### src/verilog/queue_cfg_pkg.sv
/*
 * Queue configuration defaults
 * Data width and FIFO depths used as parameter defaults by the
 * command queue modules; the top level may override them
 */

package queue_cfg_pkg;

    // Operand and result width
    localparam int DATA_W    = 32;

    // Command FIFO depth, holds CMD_DEPTH-1 commands
    localparam int CMD_DEPTH = 8;

    // Result FIFO depth, kept smaller than the command side
    // so that back-pressure from the host reaches the command FIFO
    localparam int RES_DEPTH = 4;

endpackage : queue_cfg_pkg

### src/verilog/op_pkg.sv
/*
 * Operation definitions
 * Opcode encoding, execute unit states and the width of the
 * opcode field in a command word
 */

package op_pkg;

    // Opcode field width, top bits of a command word
    localparam int OP_W = 2;

    // Arithmetic opcodes
    typedef enum logic [OP_W-1:0] {
        OP_ADD = 2'b00,  // a + b, wraps at data width
        OP_SUB = 2'b01,  // a - b, wraps at data width
        OP_AND = 2'b10,  // Bitwise and
        OP_XOR = 2'b11   // Bitwise xor
    } op_e;

    // Execute unit states
    typedef enum logic {
        EX_IDLE  = 1'b0,  // May issue a pop to the command FIFO
        EX_FETCH = 1'b1   // Command read data valid, push result
    } exec_state_e;

    // Command word layout from top bit down:
    //   opcode [OP_W], operand a [DATA_W], operand b [DATA_W]
    // Total width is OP_W + 2*DATA_W, derived locally in each module

endpackage : op_pkg

### src/verilog/fifo_1r1w.sv
/*
 * Single read / single write FIFO
 * Circular buffer with registered read data, one cycle after a pop,
 * held while pop stays low; one slot is kept free to tell full from empty
 */

`timescale 1ns/1ps

module fifo_1r1w #(
    parameter int DWIDTH = 32,  // Entry width
    parameter int DEPTH  = 8    // Slots, DEPTH-1 usable
) (
    input  logic              i_clk,
    input  logic              i_rst_n,  // Sync, active low

    // Write side
    input  logic              i_push,   // Write at the clock edge
    output logic              o_full,
    input  logic [DWIDTH-1:0] i_wdata,

    // Read side
    input  logic              i_pop,    // Data appears next cycle
    output logic              o_empty,
    output logic [DWIDTH-1:0] o_rdata
);

    // Index width, at least one bit even for a single slot
    localparam int AWIDTH = (DEPTH > 1) ? $clog2(DEPTH) : 1;

    // Last valid index, wrap point for both indices
    localparam logic [AWIDTH-1:0] LAST_IDX = AWIDTH'(DEPTH - 1);

    // One bit wider so DEPTH itself fits for the range check
    localparam logic [AWIDTH:0]   IDX_LIMIT = (AWIDTH + 1)'(DEPTH);

    logic [DWIDTH-1:0] mem [DEPTH];  // Storage, no reset needed

    logic [AWIDTH-1:0] wr_idx;       // Next slot to write
    logic [AWIDTH-1:0] rd_idx;       // Next slot to read
    logic [AWIDTH-1:0] wr_idx_nxt;
    logic [AWIDTH-1:0] rd_idx_nxt;

    // Increment with wrap at an arbitrary depth
    always_comb begin
        wr_idx_nxt = (wr_idx == LAST_IDX) ? '0 : wr_idx + 1'b1;
        rd_idx_nxt = (rd_idx == LAST_IDX) ? '0 : rd_idx + 1'b1;
    end

    // Full when one more push would collide with the read index
    assign o_full  = (wr_idx_nxt == rd_idx);
    assign o_empty = (wr_idx == rd_idx);     // Indices equal, nothing stored

    // Index registers
    always_ff @(posedge i_clk) begin
        if (!i_rst_n) begin
            wr_idx <= '0;
            rd_idx <= '0;
        end else begin
            if (i_push) begin
                wr_idx <= wr_idx_nxt;
            end
            if (i_pop) begin
                rd_idx <= rd_idx_nxt;
            end
        end
    end

    // Memory write and registered read
    // Kept apart from the index logic so it can map to block RAM
    always_ff @(posedge i_clk) begin
        if (i_push) begin
            mem[wr_idx] <= i_wdata;
        end
        if (i_pop) begin
            o_rdata <= mem[rd_idx];  // Holds while pop is low
        end
    end

    // Host side must respect the flags
    a_no_push_full: assert property (
        @(posedge i_clk) disable iff (!i_rst_n)
        !(i_push && o_full)
    ) else $error("fifo_1r1w: push while full");

    a_no_pop_empty: assert property (
        @(posedge i_clk) disable iff (!i_rst_n)
        !(i_pop && o_empty)
    ) else $error("fifo_1r1w: pop while empty");

    // Wrap logic keeps both indices inside the memory
    a_wr_idx_range: assert property (
        @(posedge i_clk) disable iff (!i_rst_n)
        {1'b0, wr_idx} < IDX_LIMIT
    ) else $error("fifo_1r1w: write index out of range");

    a_rd_idx_range: assert property (
        @(posedge i_clk) disable iff (!i_rst_n)
        {1'b0, rd_idx} < IDX_LIMIT
    ) else $error("fifo_1r1w: read index out of range");

endmodule : fifo_1r1w

### src/verilog/op_exec.sv
/*
 * Execute unit
 * Pops one command at a time from the command FIFO, decodes the
 * opcode and operands and pushes one result into the result FIFO;
 * two cycles per command, only one command in flight
 */

`timescale 1ns/1ps

module op_exec #(
    parameter int DATA_W = queue_cfg_pkg::DATA_W  // Operand and result width
) (
    input  logic                                 i_clk,
    input  logic                                 i_rst_n,

    // Command FIFO read side
    input  logic                                 i_cmd_empty,
    output logic                                 o_cmd_pop,
    input  logic [op_pkg::OP_W + 2*DATA_W - 1:0] i_cmd_word,  // Valid in EX_FETCH

    // Result FIFO write side
    input  logic                                 i_res_full,
    output logic                                 o_res_push,
    output logic [DATA_W-1:0]                    o_res_data
);

    import op_pkg::*;

    // Command word width and field positions
    localparam int CMD_W = OP_W + 2*DATA_W;

    exec_state_e state;       // Current state
    exec_state_e next_state;

    op_e               op;    // Decoded opcode
    logic [DATA_W-1:0] opnd_a;
    logic [DATA_W-1:0] opnd_b;

    logic [DATA_W-1:0] sum;   // Truncated to DATA_W
    logic [DATA_W-1:0] diff;  // Truncated to DATA_W
    logic [DATA_W-1:0] result;

    // Issue a pop only when a command waits and the result has room
    // One command in flight, so space checked now is still free at push
    assign o_cmd_pop  = (state == EX_IDLE) && !i_cmd_empty && !i_res_full;

    // Read data from the FIFO is valid in EX_FETCH, push it straight on
    assign o_res_push = (state == EX_FETCH);

    // State sequencing
    always_comb begin
        next_state = state;
        case (state)
            EX_IDLE: begin
                if (o_cmd_pop) begin
                    next_state = EX_FETCH;  // Data arrives next cycle
                end
            end
            EX_FETCH: begin
                next_state = EX_IDLE;       // Result pushed this cycle
            end
            default: begin
                next_state = EX_IDLE;
            end
        endcase
    end

    always_ff @(posedge i_clk) begin
        if (!i_rst_n) begin
            state <= EX_IDLE;
        end else begin
            state <= next_state;
        end
    end

    // Unpack the command word, opcode on top
    assign op     = op_e'(i_cmd_word[CMD_W-1 -: OP_W]);
    assign opnd_a = i_cmd_word[2*DATA_W-1 -: DATA_W];
    assign opnd_b = i_cmd_word[DATA_W-1:0];

    // Arithmetic wraps, carry and borrow are dropped
    assign sum  = opnd_a + opnd_b;
    assign diff = opnd_a - opnd_b;

    // Result select
    always_comb begin
        result = sum;
        case (op)
            OP_ADD:  result = sum;
            OP_SUB:  result = diff;
            OP_AND:  result = opnd_a & opnd_b;
            OP_XOR:  result = opnd_a ^ opnd_b;
            default: result = sum;
        endcase
    end

    assign o_res_data = result;

    // Every pop is issued from idle and leads into a fetch cycle
    a_pop_then_fetch: assert property (
        @(posedge i_clk) disable iff (!i_rst_n)
        o_cmd_pop |=> (state == EX_FETCH) && ($past(state) == EX_IDLE)
    ) else $error("op_exec: pop outside EX_IDLE");

    // A push only ever follows the pop that fetched its command
    a_push_after_pop: assert property (
        @(posedge i_clk) disable iff (!i_rst_n)
        o_res_push |-> (state == EX_FETCH) && $past(o_cmd_pop)
    ) else $error("op_exec: push outside EX_FETCH");

    // Room checked at pop time must still be there at push time
    a_no_push_full: assert property (
        @(posedge i_clk) disable iff (!i_rst_n)
        o_res_push |-> !i_res_full
    ) else $error("op_exec: push while result FIFO full");

endmodule : op_exec

### src/verilog/op_queue_top.sv
/*
 * Arithmetic command queue
 * Host commands go through a command FIFO into the execute unit,
 * results come back through a result FIFO with one cycle read latency
 */

`timescale 1ns/1ps

module op_queue_top #(
    parameter int DATA_W    = queue_cfg_pkg::DATA_W,     // Operand width
    parameter int CMD_DEPTH = queue_cfg_pkg::CMD_DEPTH,  // Command FIFO slots
    parameter int RES_DEPTH = queue_cfg_pkg::RES_DEPTH   // Result FIFO slots
) (
    input  logic              i_clk,
    input  logic              i_rst_n,

    // Command port, sampled at the push edge
    input  logic              i_cmd_push,
    input  op_pkg::op_e       i_cmd_op,
    input  logic [DATA_W-1:0] i_cmd_a,
    input  logic [DATA_W-1:0] i_cmd_b,
    output logic              o_cmd_full,  // Host must not push while high

    // Result port, data valid the cycle after a pop
    input  logic              i_res_pop,
    output logic              o_res_empty, // Host must not pop while high
    output logic [DATA_W-1:0] o_res_data
);

    import op_pkg::*;

    localparam int CMD_W = OP_W + 2*DATA_W;  // Opcode, a, b

    logic [CMD_W-1:0]  cmd_wdata;  // Packed host command
    logic [CMD_W-1:0]  cmd_rdata;  // Command at the FIFO output
    logic              cmd_empty;
    logic              cmd_pop;

    logic              res_full;
    logic              res_push;
    logic [DATA_W-1:0] res_wdata;

    // Opcode in the top bits, then operand a, then operand b
    assign cmd_wdata = {i_cmd_op, i_cmd_a, i_cmd_b};

    fifo_1r1w #(
        .DWIDTH (CMD_W),
        .DEPTH  (CMD_DEPTH)
    ) u_cmd_fifo (
        .i_clk   (i_clk),
        .i_rst_n (i_rst_n),
        .i_push  (i_cmd_push),
        .o_full  (o_cmd_full),
        .i_wdata (cmd_wdata),
        .i_pop   (cmd_pop),
        .o_empty (cmd_empty),
        .o_rdata (cmd_rdata)
    );

    op_exec #(
        .DATA_W (DATA_W)
    ) u_exec (
        .i_clk       (i_clk),
        .i_rst_n     (i_rst_n),
        .i_cmd_empty (cmd_empty),
        .o_cmd_pop   (cmd_pop),
        .i_cmd_word  (cmd_rdata),
        .i_res_full  (res_full),
        .o_res_push  (res_push),
        .o_res_data  (res_wdata)
    );

    fifo_1r1w #(
        .DWIDTH (DATA_W),
        .DEPTH  (RES_DEPTH)
    ) u_res_fifo (
        .i_clk   (i_clk),
        .i_rst_n (i_rst_n),
        .i_push  (res_push),
        .o_full  (res_full),
        .i_wdata (res_wdata),
        .i_pop   (i_res_pop),
        .o_empty (o_res_empty),
        .o_rdata (o_res_data)
    );

endmodule : op_queue_top

### config.mk
export PLATFORM = sky130hd
export DESIGN_NAME = op_queue_top
export DESIGN_NICKNAME = d
export VERILOG_FILES = /design/src/verilog/queue_cfg_pkg.sv /design/src/verilog/op_pkg.sv /design/src/verilog/fifo_1r1w.sv /design/src/verilog/op_exec.sv /design/src/verilog/op_queue_top.sv
export SDC_FILE = /design/constraint.sdc
export NUM_CORES = 1
export LEC_CHECK = 0
export ABC_CLOCK_PERIOD_IN_PS = 5350
export BUFFER_PORTS_ARGS = -buffer_cell sky130_fd_sc_hd__buf_2
export CAP_MARGIN = 25
export CORE_MARGIN = 1
export CORE_UTILIZATION = 40
export DETAILED_ROUTE_END_ITERATION = 6
export PLACE_DENSITY = 0.64
export SETUP_SLACK_MARGIN = 0.5
export SLEW_MARGIN = 30
export SYNTH_ARGS = -nofsm -noshare
export SYNTH_HDL_FRONTEND = slang
export SYNTH_SLANG_ARGS = --single-unit
### constraint.sdc
create_clock -name i_clk -period 5.35 [get_ports i_clk]
set_input_delay 0.2675 -clock i_clk [delete_from_list [all_inputs] [get_ports i_clk]]
set_output_delay 0.2675 -clock i_clk [all_outputs]
set_load 0.03 [all_outputs]
# Word level (Yosys, flattened, before mapping)
# Memory sizes are Yosys's and may differ from the RTL's. A register that Yosys moved wholly into a read port is not among the register bits.
# Cells that the tools add are included.
# classes
n_addsub	6
multipliers	0
div	0
n_lt_le_gt_ge	0
eq_ne	11
shifts	0
muxes	11
n_bitwise	3
reduce_logical	5
# op_table
cell	n
32-bit one-hot mux with 4 select lines	1
32-bit adder	1
32-bit bitwise AND	1
32-bit subtractor	1
32-bit XOR	1
2-bit == test (second input constant)	4
3-bit by 1-bit adder with 3-bit output (second input constant)	2
3-bit == test	2
3-bit == test (second input constant)	2
3-bit two-way mux	2
1-bit two-way mux	5
2-bit by 1-bit adder with 2-bit output (second input constant)	2
2-bit == test	2
2-bit two-way mux	2
2-bit by 1-bit == test with 1-bit output (second input constant)	1
1-bit logical AND	2
1-bit zero test	2
2-bit zero test	1
1-bit one-hot mux with 2 select lines	1
1-bit NOT	1
# word_totals
ff_bits	11
latch_bits	0
ramBits	656
mem_bits_ro	0
input_bits	70
word_cells	43
memories	2
# mem_list
name	depth	word_bits	rd	rd_clocked_by_memory_dff	write_ports	line_no	source
u_cmd_fifo.mem	8	66	1	1	1	fifo_1r1w.sv:36	logic [DWIDTH-1:0] mem [DEPTH];
u_res_fifo.mem	4	32	1	1	1	fifo_1r1w.sv:36	

# Depth between registers and ports, before layout
# Gate-level depths: netlist of the first run.
# depth
word_depth	7
mapped_depth	18
mapped_depth_nobuf	17

# By module
# From an unflattened synthesis of the first run, not the netlist that was laid out.
# unflattened
cells_unflattened	1609
hier_area_um2	31632.8
# by_module_without_submodules
mod	n_inst	cells_each	area_each_um2	seq_area_each_um2
fifo_1r1w at u_cmd_fifo	1	879	22216.3	17957.2
fifo_1r1w at u_res_fifo	1	231	5885.6	4884.7
op_exec	1	499	3530.9	20.0

# Least setup slack after synthesis of the first run
# Ideal clock, no wire load.
# synth_path
kind	input-to-reg
startpoint	in i_cmd_push
endpoint	mem u_cmd_fifo.mem[0][0] (netlist bit), enable pin
setup_ns	0.571
arrival_ns	5.111
t_required_ns	4.779
setup_slack_ns	-0.332
cell_stages	3
path_buffers	1
path_cell_list	clkbuf_1 nand2b_1 nor3_1
# synth_via
elab_chain_cells	2
# synth_lines
element	line_no	source
from (decl)	op_queue_top.sv:18	input logic i_cmd_push,
1-bit two-way mux	fifo_1r1w.sv:71	if (i_push) begin
1-bit two-way mux (implied by the code)	fifo_1r1w.sv:72	mem[wr_idx] <= i_wdata;
to (decl)	fifo_1r1w.sv:36	
# No other way between the ends.

# Final worst setup path of the first run
# layout_path
startpoint	reg u_cmd_fifo.o_rdata[0] (read register of u_cmd_fifo.mem)
endpoint	mem u_res_fifo.mem[8][30] (netlist: u_res_fifo.mem[2][30]), data pin
# layout_via
elab_chain_cells	2
elab_cells_between_ends	3
# layout_lines
element	line_no	source
from (decl)	fifo_1r1w.sv:24	output logic [DWIDTH-1:0] o_rdata
32-bit subtractor / 32-bit adder (equally long branches)	op_exec.sv:83, op_exec.sv:82	
32-bit one-hot mux with 4 select lines (*)	op_exec.sv:88	case (op)
net res_wdata[30]	op_queue_top.sv:41	logic [DATA_W-1:0] res_wdata;
to (decl)	fifo_1r1w.sv:36	
# The timed path passes the listed nets; every way through them passes the cells marked *.

==> results of run 1 <==
flip-flops by register name (all words and copies together) (netlist names), 2 cells and up:
signal	flops
u_res_fifo.wr_idx	2
u_res_fifo.o_rdata	32
u_res_fifo.rd_idx	2
u_cmd_fifo.wr_idx	3
u_cmd_fifo.rd_idx	3
u_cmd_fifo.o_rdata	66
u_cmd_fifo.mem	528
u_res_fifo.mem	128
routing by layer:
layer,up-vias,global-route usage (%),part of all wire (%)
met1,7976,23.4,45
met3,77,2.78,5.0
li1,6925,-,-
met2,340,26.5,48
met4,6,4.57,1.8
met5,-,0,0.064
cells in the final DEF (no fill, tap or decap), types with 4 or more instances in the layout:
master and n:
ha_1 68, mux4_2 164, nand3_1 5, xnor2_1 23
nand2b_1 14, and3_1 6, xor2_1 37, nor2_4 6
or3_1 7, a221oi_2 4, dlygate4sd3_1 67, clkbuf_1 14
nor2_1 46, o21ai_1 8, o211ai_1 8, clkinv_2 10
o21bai_1 5, inv_1 14, edfxtp_1 754, buf_12 7
o31ai_1 6, a21o_1 15, mux2_2 74, and2_1 5
bufinv_16 6, clkinv_1 21, a21oi_1 50, buf_4 37
nand2_1 36, dfxtp_1 7, buf_2 103, nor4_1 5
nor2b_1 9, ha_4 4, clkbuf_16 81, a211oi_1 5
mux2i_1 28, o21ai_0 20
through the flow:
step	util [%]	instances	hold slack, ns
global placement	42.9	2677	0.527
floorplan	-	1573	0.366
CTS	47.2	2893	0.0382
detailed placement	42.9	2677	0.540
finish	47.4	2905	0.0711
global route	47.4	2905	0.0860
power breakdown:
group | leakage [nW] | internal, W | switching (W)
clock network | 1.22 | 0.00308 | 0.00224
registers | 6.98 | 0.00788 | 0.000475
logic | 3.87 | 0.00305 | 0.00387
cells by family after synthesis:
logic type	count (synthesis)	share of synthesized area [%]
buffers and inverters	85	1.02
and+or+nand+nor	170	2.79
muxes	266	15.4
AOI/OAI and AO/OA	152	3.14
adders and majority gates	74	2.98
xor gates and xnor gates	61	1.71
DFF	765	73.0
repair_timing:
item	4_1_cts	5_1_grt
pin swaps	3	12
buffers inserted	7	8
resized for setup	15	30
endpoints found under the hold margin	531	0
hold buffers	67	0
endpoints found under the setup margin	32	56
how the worst max path moves through the flow:
stage                           from                     to  slack, ns  cells after the start
2_1_floorplan  u_cmd_fifo.o_rdata[0]  u_res_fifo.mem[0][30]       0.57                     17
3_3_place_gp   u_cmd_fifo.o_rdata[0]  u_res_fifo.mem[0][30]       0.27                     17
3_5_place_dp   u_cmd_fifo.o_rdata[1]  u_res_fifo.mem[2][30]       0.18                     17
4_1_cts        u_cmd_fifo.o_rdata[0]  u_res_fifo.mem[0][28]       0.48                     17
5_1_grt        u_cmd_fifo.o_rdata[0]  u_res_fifo.mem[2][30]       0.43                     17
6_report       u_cmd_fifo.o_rdata[0]  u_res_fifo.mem[2][30]       0.57                     17
critical path, cell delays in order (launching register included):
cell,delay [ns]
edfxtp_1,0.42
inv_2,0.10
ha_4,0.14
or4b_4,0.46
or4b_4,0.52
or2_4,0.27
or3_4,0.34
o41ai_2,0.26
xor2_1,0.17
ha_4,0.20
a21o_1,0.17
a21o_1,0.17
a21o_1,0.20
or4_4,0.50
a21oi_4,0.14
nor2_2,0.07
a221o_1,0.33
o311ai_2,0.11
cell type report:
class                   instances  area (um2)  area share [%]
diodes                          3        7.51          0.0204
clock buffers                  95        2080            5.66
clock inverters                47         437            1.19
inverters                      17        63.8           0.174
multi-input cells             723        8360            22.7
flip-flops and latches        765       22900            62.2
well taps                    1040        1300            3.54
repair buffers                215        1630            4.44
==> metrics, run 1 <==
P&R area growth vs syn=17.4%; final wirelength=64.3 mm; R2R depth=17; power per cell area=560 mW/mm2; Initial Utilization=40.4%; Synth cell types=62; max-cap viol count=0; final period utilization=89.4%; ranking of synthesized cells by area=edfxtp_1, mux4_2, ha_1; Setup WS pre-CTS=0.175 ns; worst skew pair latency=0.63 ns; outcome=finished, final reports clean; clk_skew=0.0254 ns; Critical Path RT=5.76 ns; Fin. Hold Viols=0; crit end category=flip-flop; count leader, synth=edfxtp_1; Worst-path clk slew=0.06 ns; synthesized instance count=1,573; initial antenna violation count=8; crit start category=flip-flop; commonest cells in the netlist=edfxtp_1, mux4_2, mux2_2, ha_1, nor2_1; post-route cell area=0.0368 mm2; ys async rst share=0%; HP Start=i_rst_n; Placed Instance Area=0.0333 mm2; Vias=15.3k; Slew HR=35.0%; mapped cell area=0.0313 mm2; leading area contributor after synthesis=edfxtp_1; CTS HTree Levels=3; RSZ-0062 raised after global routing=true; RR Endpoint=u_res_fifo.mem[2][30]; share of the synthesized area in the top cell type=72.3%; setup TNS=0 ns; # fillers=6,446; root buffer cell=clkbuf_16; final worst path period need=4.78 ns; # IOs=104; r2r setup slk=0.57 ns; hold depth=3; clock tree from TritonCTS=yes; CTS Buf Count=79; largest net degree at the start of global routing=139; Critical Path AT=5.19 ns; # setup viols final=0; crit path max fanout=4; Max VDD drop=0.000308 V; hold endpoint=u_cmd_fifo.wr_idx[0]; #FFs+latches synth=765; global-route wire length before repair=97.9 mm; Final #Nets=1,945; vias in the first global route=16.0k; routed vias/inst=5.28; clock sink count=765; Pleak=12.1 nW; Clock Path Buffers=3; Worst Hold Class=input pin to flip-flop; core region area=0.0775 mm2; Slew Limit Fails=0; Starting DRT DRC Count=1,027; maximum clock frequency=209 MHz; GPL Wtd Cong=0.841; Syn Nets=1,717; overflow left after global routing=0; Die H=282 um; Die W=282 um; reg2reg start=u_cmd_fifo.o_rdata[0]; post-DP HPWL=37.3 mm; setup ws final=0.568 ns; Worst Tran Pin Value=0.974 ns; row cnt=102; total track usage=16.5%; drt drc=0; drt wl/cell=22.1 um; die area=0.0794 mm2; layout cells sized above 1=29.1%; Crit Path Class=flip-flop to flip-flop; input/output buffers=103; Post-DRT Antenna Nets=0; Final Power=0.0206 W; total iterations of the first detailed-routing run=5; Post-synth EDFFs=754; Mean Syn Cell Area=19.9 um2; Synth warnings=0; Top FF cell, synth=edfxtp_1; post-synthesis sequential area ratio=73.0%
No activity file was read; power rests on OpenSTA's default activity.
==> inputs of run 2 (changes only) <==
Settings changed: MAX_ROUTING_LAYER set to met4.
==> metrics, run 2 (same netlist as run 1, synthesis figures left out) <==
global-route wire length before repair=97.9 mm; Worst-path clk slew=0.06 ns; CTS HTree Levels=3; drt drc=0; clock share of power=25.8%; GPL Wtd Cong=0.855; crit start category=flip-flop; max-cap viol count=0; routed vias/inst=5.27; largest net degree at the start of global routing=139; clock sink count=765; clk_skew=0.0248 ns; core region area=0.0775 mm2; row cnt=102; root buffer cell=clkbuf_16; Fin. Hold Viols=0; Most flops, register=u_cmd_fifo.mem; Final #Nets=1,945; Critical Path RT=5.76 ns; input/output buffers=103; worst skew pair latency=0.62 ns; maximum clock frequency=209 MHz; # IOs=104; P&R area growth vs syn=17.4%; total iterations of the first detailed-routing run=5; Clock Path Buffers=3; Crit Path Class=flip-flop to flip-flop; post-DP HPWL=37.3 mm; Post-DRT Antenna Nets=0; clock tree from TritonCTS=yes; Worst Tran Pin Value=1.11 ns; Initial Utilization=40.4%; Final Hold Slack=0.0725 ns; drt wl/cell=22.1 um; GR peak layer=met2; Pleak=12.1 nW; Pint=0.0140 W; final period utilization=89.4%; Starting DRT DRC Count=1,062; layout cells sized above 1=29.1%; final design utilization=47.5%; CTS Buf Count=79; crit path max fanout=4; setup TNS=0 ns; Die H=282 um; Die W=282 um; Regs by FF count=u_cmd_fifo.mem: 528 flops, u_res_fifo.mem: 128 flops, u_cmd_fifo.o_rdata: 66 flops; RSZ-0062 raised after global routing=true; switching share of power=32.0%; met1 Resource Use GR=23.4%; Slew HR=26.2%; initial antenna violation count=9; Reg power frac=40.6%; total track usage=17.1%; Worst Hold Class=input pin to flip-flop; met2 Track Usage GR=26.5%; most common cell after layout, fill and taps aside=edfxtp_1; grt met3 use=2.77%; switching power=0.00659 W; die area=0.0794 mm2; Critical Path AT=5.20 ns; most frequent cells in the layout=edfxtp_1, mux4_2, buf_2; overflow left after global routing=0; final worst path period need=4.78 ns; final wirelength=64.4 mm; Max VDD drop=0.000309 V; max reg flops=528; Vias=15.3k; crit end category=flip-flop; power per cell area=561 mW/mm2; # setup viols final=0; Comb pwr share=33.6%; vias in the first global route=16.0k; Slew Limit Fails=0; outcome=finished, final reports clean
==> run 2: path summary, 6_finish.rpt <==
check	start	to	slack [ns]	cells after the start
setup / recovery	u_cmd_fifo.o_rdata[0]	u_res_fifo.mem[2][30]	0.57	17
hold / removal	i_rst_n	u_cmd_fifo.wr_idx[0]	0.07	3
setup reg to reg	u_cmd_fifo.o_rdata[0]	u_res_fifo.mem[2][30]	0.57	17
hold reg to reg	u_res_fifo.wr_idx[1]	u_res_fifo.wr_idx[1]	0.59	2
==> run 2: repair_timing <==
action                                  4_1_cts  5_1_grt
gates resized for setup                      15       30
hold buffers                                 67        0
gates cloned                                  0        0
hold endpoints to repair                    531        0
pin swaps                                     3       12
endpoints found under the setup margin       32       56
setup buffers                                 7        8
==> run 2: layout make-up <==
| type | instances | area (um2) |
|---|---|---|
| timing repair buffer | 215 | 1630 |
| sequential | 765 | 22900 |
| inverter | 17 | 63.8 |
| clock buffer | 95 | 2080 |
| clock inverter | 47 | 437 |
| fill | 6443 | 40700 |
| antenna | 7 | 17.5 |
| tap | 1040 | 1300 |
| multi-input combinational | 723 | 8360 |
==> run 2: per-stage QoR <==
| stage | std cells | cell area [um2] | setup slack (ns) | total power [W] |
|---|---|---|---|---|
| 2_1_floorplan | 1573 | 31300 | 0.571 | 0.0131 |
| 6_report | 2909 | 36800 | 0.567 | 0.0206 |
| 3_5_place_dp | 2677 | 33300 | 0.175 | 0.0149 |
| 3_3_place_gp | 2677 | 33300 | 0.270 | 0.0147 |
| 5_1_grt | 2909 | 36800 | 0.428 | 0.0217 |
| 4_1_cts | 2893 | 36500 | 0.477 | 0.0204 |
==> run 2: layer usage <==
layer,up-vias,wire length (um)
li1,6933,-
met1,8013,29300
met2,306,31100
met3,73,2880
met4,0,1120
met5,-,0
==> run 2: worst max-delay path, cell delays in order (launching register included) <==
cell	delay [ns]
edfxtp_1	0.42
inv_2	0.10
ha_4	0.14
or4b_4	0.46
or4b_4	0.52
or2_4	0.27
or3_4	0.33
o41ai_2	0.25
xor2_1	0.17
ha_4	0.20
a21o_1	0.17
a21o_1	0.17
a21o_1	0.20
or4_4	0.50
a21oi_4	0.15
nor2_2	0.07
a221o_1	0.33
o311ai_2	0.11
==> run 2: power groups by stage <==
stage / Sequential [W] / Clock [W] / Combinational (W)
after global placement: 0.00847 / 0 / 0.00624
final: 0.00836 / 0.00532 / 0.00693
after CTS: 0.00837 / 0.00546 / 0.00662
after detailed placement: 0.00849 / 0 / 0.00641
after global routing: 0.00844 / 0.00568 / 0.00762
after floorplan: 0.00836 / 0 / 0.00473
==> inputs of run 3 (changes only) <==
Settings changed: CELL_PAD_IN_SITES_DETAIL_PLACEMENT set to 0, CELL_PAD_IN_SITES_GLOBAL_PLACEMENT set to 2, PLACE_DENSITY 0.64 to 0.77.
==> metrics, run 3 (same netlist as run 1, synthesis figures left out) <==
reg2reg start=u_cmd_fifo.o_rdata[1]; crit start category=flip-flop; CP Launch Point=u_cmd_fifo.o_rdata[1]; total iterations of the first detailed-routing run=5; Starting DRT DRC Count=1,112; Final Hold Slack=0.0382 ns; Regs by FF count=u_cmd_fifo.mem: 528 flops, u_res_fifo.mem: 128 flops, u_cmd_fifo.o_rdata: 66 flops; overflow left after global routing=0; # fillers=6,387; crit end category=flip-flop; final wirelength=63.8 mm; drt wl/cell=21.8 um; P&R area growth vs syn=18.4%; GPL Wtd Cong=0.786; worst-path cell chain=buf_4 -> or2_2 -> or4b_4 -> or2_2 -> nand2_1 -> xor2_1 -> ha_2 -> a21o_1 -> a31o_2 -> a221oi_4 -> a21boi_2 -> a221oi_2 -> buf_4 -> o221ai_1 -> xnor2_1 -> o21ai_0; Worst-path clk slew=0.06 ns; Reg power frac=39.5%; clk_skew=0.0341 ns; maximum clock frequency=210 MHz; Pleak=12.2 nW; input/output buffers=103; # IOs=104; core region area=0.0775 mm2; worst skew pair latency=0.63 ns; vias in the first global route=15.9k; Max VDD drop=0.000332 V; max reg flops=528; power per cell area=569 mW/mm2; post-DP HPWL=37.6 mm; Critical Path AT=5.09 ns; total track usage=16.9%; drt drc=0; Worst Tran Pin Value=0.933 ns; row cnt=102; clock share of power=27.0%; # setup viols final=0; crit path to=u_res_fifo.mem[0][23]; switching power=0.00668 W; Fin. Hold Viols=0; setup TNS=0 ns; Worst path max stage delay=0.55 ns; largest net degree at the start of global routing=94; CTS Buf Count=79; Buf/Inv on CP=2; multi-input logic area=0.00846 mm2; clock tree from TritonCTS=yes; Crit Path Class=flip-flop to flip-flop; Die W=282 um; Post-DRT Antenna Nets=0; Pint=0.0144 W; Die H=282 um; WP depth=16; Vias=15.1k; routed vias/inst=5.17; root buffer cell=clkbuf_16; Setup WS pre-CTS=0.143 ns; setup ws final=0.591 ns; max-cap viol count=0; most frequent cells in the layout=edfxtp_1, mux4_2, buf_2; CTS HTree Levels=3; Final #Nets=1,952; RR Endpoint=u_res_fifo.mem[0][23]; Most flops, register=u_cmd_fifo.mem; final period utilization=89.0%; final worst path period need=4.76 ns; Clock Path Buffers=3; layout cells sized above 1=30.3%; family with the most delay on the worst path=compound AO/OA/AOI/OAI gates; most common cell after layout, fill and taps aside=edfxtp_1; global-route wire length before repair=97.4 mm; die area=0.0794 mm2; R2R depth=16; Worst Hold Class=input pin to flip-flop; Critical Path RT=5.68 ns; crit path max fanout=6; Slew HR=37.7%; Initial Utilization=40.4%; RSZ-0062 raised after global routing=true; Slew Limit Fails=0; clock sink count=765; outcome=finished, final reports clean; initial antenna violation count=8; register area=0.0229 mm2; r2r setup slk=0.59 ns; crit path max-delay cell type=or4b_4; Comb pwr share=33.5%; switching share of power=31.6%
-- run 3: cell count changes in the layout (fill, tap and decap cells not counted), moves of 3 or more --
cell       change
a221oi_2       -3
buf_4          +9
bufinv_16      +7
clkinv_1       -5
clkinv_2       +3
o21ai_1        -3
xor2_1         -3
xor2_2         +3
-- run 3: worst min-delay path by stage --
stage	startpoint	endpoint	slack, ns	depth (start not counted)
6_report	i_rst_n	u_res_fifo.wr_idx[0]	0.04	3
5_1_grt	i_rst_n	u_cmd_fifo.wr_idx[1]	0.06	3
4_1_cts	i_rst_n	u_res_fifo.wr_idx[0]	0.01	3
3_5_place_dp	i_cmd_a[5]	u_cmd_fifo.mem[3][37]	0.54	1
3_3_place_gp	i_cmd_b[4]	u_cmd_fifo.mem[2][4]	0.53	1
2_1_floorplan	i_cmd_b[0]	u_cmd_fifo.mem[0][0]	0.37	0
-- run 3: power groups by stage --
stage	registers (W)	clock network [W]	logic [W]
6_report	0.00835	0.00570	0.00707
5_1_grt	0.00841	0.00606	0.00785
4_1_cts	0.00834	0.00583	0.00672
3_5_place_dp	0.00846	0	0.00644
3_3_place_gp	0.00845	0	0.00635
2_1_floorplan	0.00836	0	0.00473
-- run 3: layout make-up --
class                           instances  area share (%)
Sequential cell                       765            61.7
Multi-Input combinational cell        723            22.8
Clock buffer                           92            5.52
Timing Repair Buffer                  222            4.43
Tap cell                             1040            3.51
Clock inverter                         53            1.85
Inverter                               17           0.172
Antenna cell                            7          0.0472
-- run 3: through the flow --
step / std cells / power, W / util [%] / cell area [um2]
finish: 2919 / 0.0211 / 47.9 / 37100
detailed placement: 2680 / 0.0149 / 42.9 / 33300
CTS: 2900 / 0.0209 / 47.5 / 36800
floorplan: 1573 / 0.0131 / - / 31300
global placement: 2680 / 0.0148 / 42.9 / 33300
global route: 2919 / 0.0223 / 47.9 / 37100
-- run 3: repair_timing --
action | 4_1_cts | 5_1_grt
endpoints found under the hold margin | 531 | 0
buffers inserted | 8 | 12
hold buffers | 67 | 0
gates cloned | 0 | 0
gates resized for setup | 21 | 38
endpoints found under the setup margin | 36 | 47
pin swaps | 7 | 23
-- run 3: tightest hold or removal path, stage by stage --
cell,delay [ns]
buf_2,0.07
inv_1,0.15
nor2_1,0.14
-- run 3: per-layer routing --
layer  global-route usage [%]  wire length (um)
met4                     4.50              1020
met5                        -                 0
met3                     2.79              2730
met1                     23.3             29800
met2                     26.0             30200
